`src/common/riscv_pkg.sv`:
```
package riscv_pkg;

    localparam int XLEN       = 32;
    localparam int REG_ADDR_W = 5;

    // --------------------
    // opcodes
    localparam logic [6:0] OPC_LUI    = 7'b0110111;
    localparam logic [6:0] OPC_OP_IMM = 7'b0010011;
    localparam logic [6:0] OPC_OP     = 7'b0110011;
    localparam logic [6:0] OPC_BRANCH = 7'b1100011;
    localparam logic [6:0] OPC_JAL    = 7'b1101111;
    localparam logic [6:0] OPC_LOAD   = 7'b0000011;
    localparam logic [6:0] OPC_STORE  = 7'b0100011;

    // alu functions
    localparam logic [2:0] F3_ADD_SUB = 3'b000;
    localparam logic [2:0] F3_SLL     = 3'b001;
    localparam logic [2:0] F3_SLT     = 3'b010;
    localparam logic [2:0] F3_SLTU    = 3'b011;
    localparam logic [2:0] F3_XOR     = 3'b100;
    localparam logic [2:0] F3_SRL_SRA = 3'b101;
    localparam logic [2:0] F3_OR      = 3'b110;
    localparam logic [2:0] F3_AND     = 3'b111;

    // branch conditions
    localparam logic [2:0] F3_BEQ  = 3'b000;
    localparam logic [2:0] F3_BNE  = 3'b001;
    localparam logic [2:0] F3_BLT  = 3'b100;
    localparam logic [2:0] F3_BGE  = 3'b101;
    localparam logic [2:0] F3_BLTU = 3'b110;
    localparam logic [2:0] F3_BGEU = 3'b111;

    localparam logic [31:0] NOP_INST = 32'h00000013; // addi x0, x0, 0
    localparam logic [31:0] RESET_PC = 32'h00000000;

    // --------------------
    // memory map
    localparam logic [31:0] ADDR_CYCLE_CNT   = 32'h80000010;
    localparam logic [31:0] ADDR_INSTR_CNT   = 32'h80000014;
    localparam logic [31:0] ADDR_CNT_RESET   = 32'h80000018;
    localparam logic [31:0] ADDR_SWITCHES    = 32'h80000028;
    localparam logic [31:0] ADDR_LEDS        = 32'h80000030;
    localparam logic [31:0] ADDR_TONE_EN     = 32'h80000034;
    localparam logic [31:0] ADDR_TONE_PERIOD = 32'h80000038;

    localparam int TONE_PERIOD_W = 24;
    localparam logic [TONE_PERIOD_W-1:0] TONE_PERIOD_RESET = 24'h555;
    localparam int SWITCH_W = 8;
    localparam int LED_W    = 6;
    localparam int PMOD_W   = 8;

    // writeback source
    localparam logic [1:0] WB_PC4  = 2'd0;
    localparam logic [1:0] WB_ALU  = 2'd1;
    localparam logic [1:0] WB_MMIO = 2'd2;
    localparam logic [1:0] WB_IMM  = 2'd3;

    // --------------------
    // one instruction word, six views
    typedef union packed {
        struct packed {
            logic [6:0] funct7;
            logic [4:0] rs2;
            logic [4:0] rs1;
            logic [2:0] funct3;
            logic [4:0] rd;
            logic [6:0] opcode;
        } r_fmt;
        struct packed {
            logic [11:0] imm11_0;
            logic [4:0]  rs1;
            logic [2:0]  funct3;
            logic [4:0]  rd;
            logic [6:0]  opcode;
        } i_fmt;
        struct packed {
            logic [6:0] imm11_5;
            logic [4:0] rs2;
            logic [4:0] rs1;
            logic [2:0] funct3;
            logic [4:0] imm4_0;
            logic [6:0] opcode;
        } s_fmt;
        struct packed {
            logic       imm12;
            logic [5:0] imm10_5;
            logic [4:0] rs2;
            logic [4:0] rs1;
            logic [2:0] funct3;
            logic [3:0] imm4_1;
            logic       imm11;
            logic [6:0] opcode;
        } b_fmt;
        struct packed {
            logic [19:0] imm31_12;
            logic [4:0]  rd;
            logic [6:0]  opcode;
        } u_fmt;
        struct packed {
            logic       imm20;
            logic [9:0] imm10_1;
            logic       imm11;
            logic [7:0] imm19_12;
            logic [4:0] rd;
            logic [6:0] opcode;
        } j_fmt;
    } inst_u;

endpackage

```
`src/common/stage_if.sv`:
```
// fetch/decode to execute
interface fd_ex_if import riscv_pkg::*; ();
    logic            valid;
    inst_u           inst;
    logic [XLEN-1:0] pc;
    logic [XLEN-1:0] rs1_data;
    logic [XLEN-1:0] rs2_data;
    logic [XLEN-1:0] imm;      // sign extended, format picked by opcode

    modport fd (output valid, inst, pc, rs1_data, rs2_data, imm);
    modport ex (input valid, inst, pc, rs1_data, rs2_data, imm);
endinterface

// execute to memory/writeback
interface ex_wb_if import riscv_pkg::*; ();
    logic                  valid;
    logic [REG_ADDR_W-1:0] rd;
    logic                  reg_we;
    logic [1:0]            wb_sel;
    logic [XLEN-1:0]       result;     // alu out, doubles as mmio address
    logic [XLEN-1:0]       store_data;
    logic                  is_load;
    logic                  is_store;
    logic [XLEN-1:0]       pc;
    logic [XLEN-1:0]       imm;

    modport ex (output valid, rd, reg_we, wb_sel, result, store_data, is_load, is_store, pc, imm);
    modport wb (input valid, rd, reg_we, wb_sel, result, store_data, is_load, is_store, pc, imm);
endinterface

```
`src/fetch_decode/reg_file.sv`:
```
module reg_file import riscv_pkg::*; (
    input  logic                  clk,
    input  logic [REG_ADDR_W-1:0] ra1,
    input  logic [REG_ADDR_W-1:0] ra2,
    output logic [XLEN-1:0]       rd1,
    output logic [XLEN-1:0]       rd2,
    input  logic                  we,
    input  logic [REG_ADDR_W-1:0] wa,
    input  logic [XLEN-1:0]       wd
);

    logic [XLEN-1:0] regs [1:31]; // x0 not stored

    always_ff @(posedge clk) begin
        if (we && wa != '0) begin
            regs[wa] <= wd;
        end
    end

    // write-through so a same-cycle write is seen by decode
    always_comb begin
        if (ra1 == '0)                rd1 = '0;
        else if (we && wa == ra1)     rd1 = wd;
        else                          rd1 = regs[ra1];

        if (ra2 == '0)                rd2 = '0;
        else if (we && wa == ra2)     rd2 = wd;
        else                          rd2 = regs[ra2];
    end

    a_wd_known: assert property (@(posedge clk) we |-> !$isunknown(wd));

endmodule

```
`src/fetch_decode/fetch_decode.sv`:
```
module fetch_decode import riscv_pkg::*; (
    input  logic                  clk,
    input  logic                  rst,
    output logic [XLEN-1:0]       imem_addr,
    input  logic [XLEN-1:0]       imem_data,
    input  logic                  redirect,
    input  logic [XLEN-1:0]       redirect_pc,
    input  logic [REG_ADDR_W-1:0] wb_rd,
    input  logic                  wb_we,
    input  logic [XLEN-1:0]       wb_data,
    fd_ex_if.fd                   fd
);

    logic [XLEN-1:0] pc;          // address of the word now on imem_data
    logic            fetch_valid; // imem_data not yet meaningful right out of reset
    logic            kill;
    inst_u           inst;
    logic [XLEN-1:0] imm;
    logic [XLEN-1:0] rs1_data;
    logic [XLEN-1:0] rs2_data;

    assign inst      = imem_data;
    assign imem_addr = redirect ? redirect_pc : pc + 32'd4;
    assign kill      = redirect || !fetch_valid;

    always_ff @(posedge clk) begin
        if (rst) begin
            pc          <= RESET_PC - 32'd4; // first next-pc lands on RESET_PC
            fetch_valid <= 1'b0;
        end else begin
            pc          <= imem_addr;
            fetch_valid <= 1'b1;
        end
    end

    // --------------------
    // immediate decode
    always_comb begin
        case (inst.r_fmt.opcode)
            OPC_OP_IMM, OPC_LOAD:
                imm = {{20{inst.i_fmt.imm11_0[11]}}, inst.i_fmt.imm11_0};
            OPC_STORE:
                imm = {{20{inst.s_fmt.imm11_5[6]}}, inst.s_fmt.imm11_5, inst.s_fmt.imm4_0};
            OPC_BRANCH:
                imm = {{20{inst.b_fmt.imm12}}, inst.b_fmt.imm11, inst.b_fmt.imm10_5,
                       inst.b_fmt.imm4_1, 1'b0};
            OPC_LUI:
                imm = {inst.u_fmt.imm31_12, 12'b0};
            OPC_JAL:
                imm = {{12{inst.j_fmt.imm20}}, inst.j_fmt.imm19_12, inst.j_fmt.imm11,
                       inst.j_fmt.imm10_1, 1'b0};
            default:
                imm = '0;
        endcase
    end

    reg_file i_reg_file (
        .clk (clk),
        .ra1 (inst.r_fmt.rs1),
        .ra2 (inst.r_fmt.rs2),
        .rd1 (rs1_data),
        .rd2 (rs2_data),
        .we  (wb_we),
        .wa  (wb_rd),
        .wd  (wb_data)
    );

    // --------------------
    // fd -> ex register
    always_ff @(posedge clk) begin
        if (rst) begin
            fd.valid <= 1'b0;
        end else begin
            fd.valid <= !kill;
        end
    end

    always_ff @(posedge clk) begin
        fd.inst     <= kill ? NOP_INST : inst; // bubble after a redirect
        fd.pc       <= pc;
        fd.rs1_data <= rs1_data;
        fd.rs2_data <= rs2_data;
        fd.imm      <= imm;
    end

    // the word that became a valid instruction was fully defined
    a_fetch_known: assert property (@(posedge clk) disable iff (rst)
        fd.valid |-> !$isunknown($past(imem_data)));

endmodule

```
`src/execute/alu.sv`:
```
module alu import riscv_pkg::*; (
    input  logic [XLEN-1:0] a,
    input  logic [XLEN-1:0] b,
    input  logic [2:0]      funct3,
    input  logic            alt,    // sub / arithmetic shift
    output logic [XLEN-1:0] result
);

    logic [4:0] shamt;

    assign shamt = b[4:0];

    always_comb begin
        case (funct3)
            F3_ADD_SUB: result = alt ? a - b : a + b;
            F3_SLL:     result = a << shamt;
            F3_SLT:     result = {{(XLEN-1){1'b0}}, $signed(a) < $signed(b)};
            F3_SLTU:    result = {{(XLEN-1){1'b0}}, a < b};
            F3_XOR:     result = a ^ b;
            F3_SRL_SRA: result = alt ? $unsigned($signed(a) >>> shamt) : a >> shamt;
            F3_OR:      result = a | b;
            F3_AND:     result = a & b;
            default:    result = '0;
        endcase
    end

endmodule

```
`src/execute/execute.sv`:
```
module execute import riscv_pkg::*; (
    input  logic                  clk,
    input  logic                  rst,
    fd_ex_if.ex                   fd,
    ex_wb_if.ex                   wb,
    input  logic [REG_ADDR_W-1:0] wb_rd,
    input  logic                  wb_we,
    input  logic [XLEN-1:0]       wb_data,
    output logic                  redirect,
    output logic [XLEN-1:0]       redirect_pc,
    output logic                  ex_retire,
    output logic                  ex_cnt_reset
);

    logic [6:0]      opcode;
    logic [2:0]      funct3;
    logic            is_op;
    logic            is_op_imm;
    logic            is_lui;
    logic            is_branch;
    logic            is_jal;
    logic            is_load;
    logic            is_store;
    logic [XLEN-1:0] rs1;
    logic [XLEN-1:0] rs2;
    logic [XLEN-1:0] op_b;
    logic [2:0]      alu_f3;
    logic            alu_alt;
    logic [XLEN-1:0] alu_out;
    logic            br_cond;
    logic [1:0]      wb_sel;

    assign opcode    = fd.inst.r_fmt.opcode;
    assign funct3    = fd.inst.r_fmt.funct3;
    assign is_op     = opcode == OPC_OP;
    assign is_op_imm = opcode == OPC_OP_IMM;
    assign is_lui    = opcode == OPC_LUI;
    assign is_branch = opcode == OPC_BRANCH;
    assign is_jal    = opcode == OPC_JAL;
    assign is_load   = opcode == OPC_LOAD;
    assign is_store  = opcode == OPC_STORE;

    // --------------------
    // older results reach decode through the write-through regfile
    assign rs1 = (wb_we && wb_rd != '0 && wb_rd == fd.inst.r_fmt.rs1) ? wb_data : fd.rs1_data;
    assign rs2 = (wb_we && wb_rd != '0 && wb_rd == fd.inst.r_fmt.rs2) ? wb_data : fd.rs2_data;

    assign op_b    = is_op ? rs2 : fd.imm;
    assign alu_f3  = (is_op || is_op_imm) ? funct3 : F3_ADD_SUB; // loads/stores add
    assign alu_alt = fd.inst.r_fmt.funct7[5] && (is_op || (is_op_imm && funct3 == F3_SRL_SRA));

    alu i_alu (
        .a      (rs1),
        .b      (op_b),
        .funct3 (alu_f3),
        .alt    (alu_alt),
        .result (alu_out)
    );

    always_comb begin
        case (funct3)
            F3_BEQ:  br_cond = rs1 == rs2;
            F3_BNE:  br_cond = rs1 != rs2;
            F3_BLT:  br_cond = $signed(rs1) < $signed(rs2);
            F3_BGE:  br_cond = $signed(rs1) >= $signed(rs2);
            F3_BLTU: br_cond = rs1 < rs2;
            F3_BGEU: br_cond = rs1 >= rs2;
            default: br_cond = 1'b0;
        endcase
    end

    assign redirect     = fd.valid && (is_jal || (is_branch && br_cond));
    assign redirect_pc  = fd.pc + fd.imm;
    assign ex_retire    = fd.valid;
    assign ex_cnt_reset = fd.valid && is_store && alu_out == ADDR_CNT_RESET;

    always_comb begin
        if (is_jal)       wb_sel = WB_PC4;  // link value
        else if (is_load) wb_sel = WB_MMIO;
        else if (is_lui)  wb_sel = WB_IMM;
        else              wb_sel = WB_ALU;
    end

    // --------------------
    // ex -> wb register
    always_ff @(posedge clk) begin
        if (rst) begin
            wb.valid    <= 1'b0;
            wb.reg_we   <= 1'b0;
            wb.is_load  <= 1'b0;
            wb.is_store <= 1'b0;
        end else begin
            wb.valid    <= fd.valid;
            wb.reg_we   <= fd.valid && (is_op || is_op_imm || is_lui || is_jal || is_load);
            wb.is_load  <= fd.valid && is_load;
            wb.is_store <= fd.valid && is_store;
        end
    end

    always_ff @(posedge clk) begin
        wb.rd         <= fd.inst.r_fmt.rd;
        wb.wb_sel     <= wb_sel;
        wb.result     <= alu_out;
        wb.store_data <= rs2;
        wb.pc         <= fd.pc;
        wb.imm        <= fd.imm;
    end

    // the slot behind a taken branch or jal arrives flushed
    a_redirect_flush: assert property (@(posedge clk) disable iff (rst)
        redirect |=> !fd.valid);

endmodule

```
`src/writeback/writeback.sv`:
```
module writeback import riscv_pkg::*; (
    input  logic                     clk,
    input  logic                     rst,
    ex_wb_if.wb                      wb,
    input  logic                     ex_retire,
    input  logic                     ex_cnt_reset,
    input  logic [SWITCH_W-1:0]      switches,
    output logic [LED_W-1:0]         leds,
    output logic [PMOD_W-1:0]        pmod_leds,
    output logic                     tone_enable,
    output logic [TONE_PERIOD_W-1:0] tone_period,
    output logic [REG_ADDR_W-1:0]    wb_rd,
    output logic                     wb_we,
    output logic [XLEN-1:0]          wb_data
);

    logic [XLEN-1:0] cycle_cnt;
    logic [XLEN-1:0] instr_cnt;
    logic [XLEN-1:0] load_data;
    logic            store;

    // --------------------
    // counters cleared by a store still in execute
    always_ff @(posedge clk) begin
        if (rst || ex_cnt_reset) begin
            cycle_cnt <= '0;
            instr_cnt <= '0;
        end else begin
            cycle_cnt <= cycle_cnt + 1'b1;
            if (ex_retire) begin
                instr_cnt <= instr_cnt + 1'b1;
            end
        end
    end

    assign store = wb.valid && wb.is_store;

    // --------------------
    // peripheral registers
    always_ff @(posedge clk) begin
        if (rst) begin
            leds        <= '0;
            pmod_leds   <= '0;
            tone_enable <= 1'b0;
            tone_period <= TONE_PERIOD_RESET;
        end else if (store) begin
            case (wb.result)
                ADDR_LEDS: begin
                    leds      <= wb.store_data[LED_W-1:0];
                    pmod_leds <= wb.store_data[15:8];
                end
                ADDR_TONE_EN:     tone_enable <= wb.store_data[0];
                ADDR_TONE_PERIOD: tone_period <= wb.store_data[TONE_PERIOD_W-1:0];
                default:          ;
            endcase
        end
    end

    always_comb begin
        case (wb.result)
            ADDR_CYCLE_CNT: load_data = cycle_cnt;
            ADDR_INSTR_CNT: load_data = instr_cnt;
            ADDR_SWITCHES:  load_data = {{(XLEN-SWITCH_W){1'b0}}, switches};
            default:        load_data = '0; // unmapped reads as zero
        endcase
    end

    always_comb begin
        case (wb.wb_sel)
            WB_PC4:  wb_data = wb.pc + 32'd4;
            WB_ALU:  wb_data = wb.result;
            WB_MMIO: wb_data = load_data;
            default: wb_data = wb.imm;      // lui
        endcase
    end

    assign wb_rd = wb.rd;
    assign wb_we = wb.valid && wb.reg_we;

    // mmio accesses are whole words
    a_mmio_aligned: assert property (@(posedge clk) disable iff (rst)
        wb.valid && (wb.is_load || wb.is_store) |-> wb.result[1:0] == 2'b00);

endmodule

```
`src/core_top.sv`:
```
module core_top import riscv_pkg::*; (
    input  logic                     clk,
    input  logic                     rst,
    output logic [XLEN-1:0]          imem_addr,
    input  logic [XLEN-1:0]          imem_data,
    input  logic [SWITCH_W-1:0]      switches,
    output logic [LED_W-1:0]         leds,
    output logic [PMOD_W-1:0]        pmod_leds,
    output logic                     tone_enable,
    output logic [TONE_PERIOD_W-1:0] tone_period
);

    logic                  redirect;
    logic [XLEN-1:0]       redirect_pc;
    logic [REG_ADDR_W-1:0] wb_rd;
    logic                  wb_we;
    logic [XLEN-1:0]       wb_data;
    logic                  ex_retire;
    logic                  ex_cnt_reset;

    fd_ex_if fd_ex ();
    ex_wb_if ex_wb ();

    fetch_decode i_fetch_decode (
        .clk         (clk),
        .rst         (rst),
        .imem_addr   (imem_addr),
        .imem_data   (imem_data),
        .redirect    (redirect),
        .redirect_pc (redirect_pc),
        .wb_rd       (wb_rd),
        .wb_we       (wb_we),
        .wb_data     (wb_data),
        .fd          (fd_ex.fd)
    );

    execute i_execute (
        .clk          (clk),
        .rst          (rst),
        .fd           (fd_ex.ex),
        .wb           (ex_wb.ex),
        .wb_rd        (wb_rd),
        .wb_we        (wb_we),
        .wb_data      (wb_data),
        .redirect     (redirect),
        .redirect_pc  (redirect_pc),
        .ex_retire    (ex_retire),
        .ex_cnt_reset (ex_cnt_reset)
    );

    writeback i_writeback (
        .clk          (clk),
        .rst          (rst),
        .wb           (ex_wb.wb),
        .ex_retire    (ex_retire),
        .ex_cnt_reset (ex_cnt_reset),
        .switches     (switches),
        .leds         (leds),
        .pmod_leds    (pmod_leds),
        .tone_enable  (tone_enable),
        .tone_period  (tone_period),
        .wb_rd        (wb_rd),
        .wb_we        (wb_we),
        .wb_data      (wb_data)
    );

endmodule

```
`config.mk`:
```
export PLATFORM = sky130hd
export DESIGN_NAME = core_top
export DESIGN_NICKNAME = d
export VERILOG_FILES = /design/src/common/riscv_pkg.sv /design/src/common/stage_if.sv /design/src/fetch_decode/reg_file.sv /design/src/fetch_decode/fetch_decode.sv /design/src/execute/alu.sv /design/src/execute/execute.sv /design/src/writeback/writeback.sv /design/src/core_top.sv
export SDC_FILE = /design/constraint.sdc
export NUM_CORES = 2
export LEC_CHECK = 0
export BUFFER_PORTS_ARGS = -buffer_cell sky130_fd_sc_hd__buf_2
export CAP_MARGIN = 20
export CELL_PAD_IN_SITES_DETAIL_PLACEMENT = 0
export CELL_PAD_IN_SITES_GLOBAL_PLACEMENT = 2
export CORE_ASPECT_RATIO = 1.25
export CORE_MARGIN = 2
export CORE_UTILIZATION = 38
export CTS_BUF_LIST = sky130_fd_sc_hd__clkbuf_8
export CTS_CLUSTER_DIAMETER = 30
export DETAILED_ROUTE_END_ITERATION = 12
export HOLD_SLACK_MARGIN = 0.03
export PLACE_DENSITY = 0.76
export SETUP_SLACK_MARGIN = 0.1
export SLEW_MARGIN = 10
export SYNTH_ARGS = -nofsm -noshare
export SYNTH_HDL_FRONTEND = slang
export SYNTH_SLANG_ARGS = --single-unit
```
`constraint.sdc`:
```
create_clock -name clk -period 7.73 [get_ports clk]
set_input_delay 1.546 -clock clk [delete_from_list [all_inputs] [get_ports clk]]
set_output_delay 1.546 -clock clk [all_outputs]
set_load 0.05 [all_outputs]
```
**Word level (Yosys, flattened, before mapping)**

Memory sizes are Yosys's and may differ from the RTL's. A register that Yosys moved wholly into a read port is not among the register bits.
Cells that the tools add are included.

- Register bits after elaboration: 362
- Memory bits (writable): 992
- Input bits: 42
- Memories kept: 1
- Output and inout port bits: 71
- Logic and storage cells: 130

- Equality and inequality tests: 38
- $lt $le $gt $ge: 6
- Shifts and indexed selects: 3
- Bitwise gates (word level): 3
- Mux-type cells: 17
- Reductions and logical operators: 33
- Add/subtract/negate cells: 7

Memory list:

| name | words | width | rd ports | clocked after memory_dff | wr ports | RTL line | RTL |
|---|---|---|---|---|---|---|---|
| i_fetch_decode.i_reg_file.regs | 31 | 32 | 2 | 2 | 1 | reg_file.sv:12 | `logic [XLEN-1:0] regs [1:31];` |

Operators with widths:

| kind | number |
|---|---|
| 32-bit one-hot mux with 8 select lines | 1 |
| 32-bit == test (second input constant) | 7 |
| 32-bit 2-to-1 mux | 6 |
| 32-bit one-hot mux with 3 select lines | 2 |
| 32-bit one-hot mux with 5 select lines | 1 |
| 32-bit < comparator | 4 |
| 32-bit by 1-bit adder with 32-bit output (second input constant) | 2 |
| 32-bit by 3-bit adder with 32-bit output (second input constant) | 2 |
| 32-bit adder | 2 |
| 32-bit greater-or-equal comparator | 2 |
| 7-bit by 6-bit == test with 1-bit output (second input constant) | 5 |
| 32-bit AND | 1 |
| 32-bit == test | 1 |
| 32-bit inequality test | 1 |
| 32-bit OR | 1 |
| 32-bit by 5-bit left shift with 32-bit output | 1 |
| 32-bit by 5-bit >> shifter with 32-bit output | 1 |
| 32-bit by 5-bit >>> shifter with 32-bit output | 1 |
| 32-bit subtractor | 1 |
| 32-bit bitwise XOR | 1 |
| 7-bit == test (second input constant) | 4 |
| 3-bit == test (second input constant) | 8 |
| 7-bit by 2-bit == test with 1-bit output (second input constant) | 2 |
| 7-bit by 5-bit == test with 1-bit output (second input constant) | 2 |
| other kinds (18) | 48 |

**Logic depth before layout (Yosys ltp)**

- Word-level depth: 11
- Gate-level depth with buffers: 31

**Hierarchy**

Synthesis repeated with hierarchy kept, for this count alone.

- Cells, all modules: 6035
- Area, all modules: 74876.8 µm²

By module, submodules not included:

| module | area an instance (µm²) | times used | cells an instance |
|---|---|---|---|
| reg_file | 47200.3 | 1 | 2759 |
| alu | 8703.3 | 1 | 1285 |
| execute | 6603.8 | 1 | 665 |
| writeback | 6282.3 | 1 | 780 |
| fetch_decode | 6087.1 | 1 | 546 |

**Least setup slack after synthesis**

OpenSTA, ideal clock, no wires.

- Path type: input to output
- Start point: in switches[4]
- End point: out imem_addr[10]
- Stages: 17
- Arrival: 6.905 ns
- Path slack: -0.721 ns
- Data required time: 6.184 ns
- Cells stage by stage: nand3_1 > o211a_1 > a211oi_1 > mux2i_1 > ha_1 > o21a_1 > o21a_1 > o21ai_0 > nand2b_1 > a21oi_1 > o2111a_1 > mux2i_1 > and3_1 > o21ai_0 > a21oi_1 > buf_1 > mux2i_1

- Word-level cells in the longest chain between the ends: 9
- Elaborated cells on any way between the ends: 15
- Classes of those cells: order compare (4); eq/ne (2); mux (6); reduce/logical (3)

RTL lines:

| element | RTL line | RTL |
|---|---|---|
| start: declaration | core_top.sv:6 | `input logic [SWITCH_W-1:0] switches,` |
| 32-bit one-hot mux with 3 select lines * | writeback.sv:60 | `case (wb.result)` |
| 32-bit one-hot mux with 3 select lines * | writeback.sv:69 | `case (wb.wb_sel)` |
| net i_execute.wb_data[4] | execute.sv:8 | `input logic [XLEN-1:0] wb_data,` |
| 32-bit 2-to-1 mux (on tied branches) | execute.sv:45, execute.sv:46 |  |
| 32-bit greater-or-equal comparator, or another cell as far along | execute.sv:67 | `F3_BGEU: br_cond = rs1 >= rs2;` |
| 1-bit one-hot mux with 6 select lines * | execute.sv:61 | `case (funct3)` |
| 1-bit logical AND * | execute.sv:72 | `assign redirect = fd.valid && (is_jal \|\| (is_branch && br_cond));` |
| 1-bit logical OR * | execute.sv:72 |  |
| 1-bit logical AND * | execute.sv:72 |  |
| 32-bit 2-to-1 mux * | fetch_decode.sv:23 | `assign imem_addr = redirect ? redirect_pc : pc + 32'd4;` |
| end: declaration | core_top.sv:4 | `output logic [XLEN-1:0] imem_addr,` |

Mark *: on every way through the listed nets, which the timed path passes. The rest lies on a longest branch.

**Final worst setup path**

- Start point: reg i_execute.wb.pc[2]
- End point: out imem_addr[15]

- Word-level cells in the longest chain between the ends: 9
- Elaborated cells on any way between the ends: 15
- Classes of those cells: add/sub (1); order compare (4); eq/ne (2); mux (5); reduce/logical (3)

RTL lines:

| element | RTL line | RTL |
|---|---|---|
| start: declaration | stage_if.sv:27 | `modport ex (output valid, rd, reg_we, wb_sel, result, store_data, is_load, is_store, pc, imm);` |
| 32-bit by 3-bit adder with 32-bit output * | writeback.sv:70 | `WB_PC4: wb_data = wb.pc + 32'd4;` |
| 32-bit one-hot mux with 3 select lines * | writeback.sv:69 |  |
| net i_execute.wb_data[12] | execute.sv:8 |  |
| 32-bit 2-to-1 mux (on tied branches) | execute.sv:45, execute.sv:46 |  |
| 32-bit greater-or-equal comparator, or another cell as far along | execute.sv:67 |  |
| 1-bit one-hot mux with 6 select lines * | execute.sv:61 |  |
| 1-bit logical AND * | execute.sv:72 |  |
| 1-bit logical OR * | execute.sv:72 |  |
| 1-bit logical AND * | execute.sv:72 |  |
| 32-bit 2-to-1 mux * | fetch_decode.sv:23 |  |

Marked as above.

==> run metrics <==
post-synthesis compound-gate area fraction=11.1%; Critical Path, Cell by Cell=ha_4 -> nand2_1 -> o31a_1 -> o21ai_0 -> a21oi_2 -> buf_4 -> mux2i_2 -> inv_1 -> ha_1 -> a21o_1 -> a21o_1 -> a21oi_1 -> nor2b_1 -> o21ai_1 -> o2111a_2 -> mux2i_1 -> and3_1 -> o21ai_2 -> a21oi_4 -> buf_12 -> buf_8 -> buf_16 -> mux2_2 -> buf_6; max_slew headroom=21.1%; Layout Nets=approximately 6500; worst hold path startpoint=i_fetch_decode.fd.inst[8]; H-tree levels=5; syn_area_per_cell=approximately 13 µm²; # DRC=0; final core utilization=between 40% and 50%; Via density=~6.2; Vert. Die Dim=496 µm; violated checks=setup timing; setup TNS=-6820 ps; Post-Synth XOR/XNOR Area=2.03%; CTS Root Cell=clkbuf_8; type of the most critical hold path=flop to flop; GPL Wtd Cong=about 1.1; area delta synth->final=19.3%; vias=56176; unrepaired setup endpoints after global routing=true; Max-Cap Viols=0; Top reg by flops=i_fetch_decode.i_reg_file.regs; FP Rows=180; Layout Skew=between 100 and 150 ps; Synth top area share=between 40% and 50%; reg2reg setup slack=between 200 and 300 ps; port buffer count=approximately 110; Post-synth EDFFs=roughly 1000; Die W=~400 µm; DR iter-0 viols=slightly above 6000; vias in the first global route=55790; largest cells by area after synthesis=edfxtp_1 (40%), mux4_2 (14%), dfxtp_1 (11%), mux2i_1 (4.9%), ha_1 (2.8%); Placed Cells=roughly 8500; VDD IR max=about 0.23 mV; largest net degree at the start of global routing=just under 100; IO Pins=about 110; CP peak stage delay=400 ps; Starting Density=38.2%; fraction of layout cells with a size suffix above 1=approximately 28%; Hold Crit Depth=0; Leak Pwr=0.0314 µW; fraction of the mapped netlist area in adder cells=2.87%; crit-path most repeated cell=a21o_1; CP arrival=between 6000 and 7000 ps; Core Area=about 190000 µm²; Final Hold Violating Endpoints=0; post-synth cell types=slightly above 100; hpwl dp=206000 µm; FILL cells=~17000; Reg area=between 30000 and 40000 µm²; NetSw=roughly 7300 µW; max FFs per register=992; Async SR Flop Fraction=0%; multi-input logic area=between 30000 and 40000 µm²; worst reg2reg endpoint=i_writeback.cycle_cnt[3]; mux contribution to synthesized area=20.1%; Clk pwr share=approximately 36%; TritonRoute pass-1 iters=6; status=finished with violations; area leader, netlist=edfxtp_1; gr usage total=30.7%; total CTS buffers=approximately 300; largest family of logic cells by synthesized area=multiplexers; Post-Syn Nets=about 6000; Power Density=260 nW/µm²; Clk Latency, worst-skew pair=~1100 ps; grt total ovfl=0; Comb power frac=24.3%; Final Max Tran Viols=0; critical path type=flop to primary output; Final Cycle Share=103%; post-synthesis sequential area ratio=51.9%; data required time of the critical path=slightly above 6000 ps; CP endpoint kind=primary output; ANT nets after route=0; final wirelength=approximately 310000 µm; Longest Clk Path Bufs=4; post-route non-filler standard cell count=9067; Yosys reg bits=1413; crit path max-delay cell type=dfxtp_2; RR Startpoint=i_execute.wb.result[6]; TritonCTS clock tree=built; top achievable clock speed=roughly 120 MHz; Pint=between 15000 and 20000 µW; clk slew on worst S/H paths=~70 ps; Worst Hold End=i_execute.wb.rd[1]; Die ar.=a little under 200000 µm²; first-pass GRT wire length=~430000 µm; Worst Tran Pin Value=around 1200 ps; simple-gate portion of the synthesized area=8.99%; Tmin final=approximately 8000 ps; # setup viols final=32; PnR worst setup slack=-270 ps; Worst R2R Path Depth=25; startpoint types=flop; Most used DFF post-synth=edfxtp_1; mapped cell area=~74000 µm²; switching share of total power=about a third; initial antenna violation count=16; WL/cell=around 34 µm; Cells after Synth=approximately 5800; Sink Count=roughly 1400; crit-path max FO=6; Place WS=-142 ps; Ys Warns=0; sequential power share=39.6%
-- cell usage after synthesis, drive strengths merged (10+ instances only) --
| cell type | count |
|---|---|
| a2111oi | 11 |
| a211o | 16 |
| a211oi | 120 |
| a21o | 56 |
| a21oi | 339 |
| a221oi | 22 |
| a22oi | 17 |
| a2bb2oi | 11 |
| a31oi | 42 |
| and2 | 38 |
| and3 | 58 |
| and4 | 13 |
| buf | 123 |
| clkbuf | 286 |
| dfxtp | 421 |
| edfxtp | 992 |
| ha | 164 |
| inv | 136 |
| mux2 | 59 |
| mux2i | 362 |
| mux4 | 467 |
| nand2 | 307 |
| nand2b | 31 |
| nand3 | 121 |
| nand3b | 12 |
| nand4 | 52 |
| nor2 | 410 |
| nor2b | 35 |
| nor3 | 158 |
| nor4 | 37 |
| o2111ai | 12 |
| o211ai | 52 |
| o21a | 23 |
| o21ai | 249 |
| o221ai | 60 |
| o22ai | 68 |
| o31a | 10 |
| o31ai | 20 |
| or2 | 43 |
| or3 | 27 |
| xnor2 | 85 |
| xor2 | 86 |
-- metrics by stage --
stage / cell area [µm²] / total power, µW / hold WS (ps)
after floorplan: 73700 / 12000 / 310
after global placement: 79800 / 14100 / 326
after detailed placement: 79800 / 14100 / 316
after CTS: 87400 / 22800 / 324
after global routing: 87800 / 23600 / 328
final: 87800 / 22900 / 322
-- placed cells by master, fill, tap and decap left out, types with 58 or more instances in the layout --
| cell | n |
|---|---|
| a21oi_1 | 326 |
| xor2_1 | 86 |
| nor2_1 | 369 |
| nor3_1 | 155 |
| mux2i_1 | 325 |
| edfxtp_1 | 992 |
| nand3_1 | 118 |
| o21ai_0 | 225 |
| ha_1 | 161 |
| buf_2 | 70 |
| xnor2_1 | 83 |
| dfxtp_1 | 403 |
| a211oi_1 | 119 |
| nand2_1 | 300 |
| o22ai_1 | 67 |
| clkbuf_8 | 324 |
| o221ai_1 | 59 |
| inv_1 | 172 |
| and3_1 | 58 |
| mux4_2 | 467 |
| buf_4 | 427 |
-- how the worst max path moves through the flow --
stage | slack (ps) | end | start | depth (start not counted)
2_1_floorplan | -150 | imem_addr[2] | switches[1] | 20
3_3_place_gp | -150 | i_writeback.instr_cnt[27] | switches[6] | 28
3_5_place_dp | -140 | i_writeback.instr_cnt[27] | switches[7] | 29
4_1_cts | -300 | imem_addr[28] | i_execute.wb.pc[15] | 28
5_1_grt | -480 | imem_addr[28] | i_execute.wb.result[2] | 27
6_report | -270 | imem_addr[15] | i_execute.wb.pc[2] | 24
-- routing by layer --
metal	GRT usage (%)	part of all wire (%)
met5	0	0.015
met4	20.0	7.7
met3	5.27	7.8
met2	50.4	48
met1	37.3	37
-- worst max-delay path, delay by kind of cell, from the launching register on --
| family | cells | cell delay (ps) |
|---|---|---|
| compound gates | 10 | 1810 |
| flops | 1 | 400 |
| fa+ha+maj | 2 | 600 |
| buf+inv | 6 | 1160 |
| simple gates | 3 | 420 |
| mux | 3 | 980 |
-- logic make-up (layout without fill, tap and decap cells) --
logic type / after synthesis / count (layout)
AOI/OAI and AO/OA: 1247 / 1248
xor gates and xnor gates: 171 / 171
adders and majority gates: 167 / 167
buffers and inverters: 548 / 1238
DFF: 1413 / 1413
muxes: 888 / 888
other: 0 / 18
and+or+nand+nor: 1375 / 1376
-- power groups by stage --
| stage | clock, µW | sequential, µW | combinational [µW] |
|---|---|---|---|
| after floorplan | 0 | 9050 | 2920 |
| after global placement | 0 | 9180 | 4940 |
| after detailed placement | 0 | 9180 | 4940 |
| after CTS | 8390 | 9040 | 5370 |
| after global routing | 8730 | 9070 | 5810 |
| final | 8270 | 9050 | 5560 |
-- layout make-up --
| type | instances | share of cell area, % |
|---|---|---|
| Clock buffer | 324 | 5.08 |
| Antenna cell | 18 | 0.0513 |
| Multi-Input combinational cell | 3850 | 39.4 |
| Sequential cell | 1413 | 43.5 |
| Inverter | 139 | 0.598 |
| Timing Repair Buffer | 583 | 5.77 |
| Tap cell | 2548 | 3.63 |
| Clock inverter | 192 | 1.90 |
-- what timing repair did --
action                     in CTS  in global routing
setup endpoints to repair      91                 96
hold buffers                    0                  0
resized for setup             244                 39
pin swaps                      37                 22
cloned                          6                  2
buffers inserted               38                 15
Power figures use the tool's default switching activity.
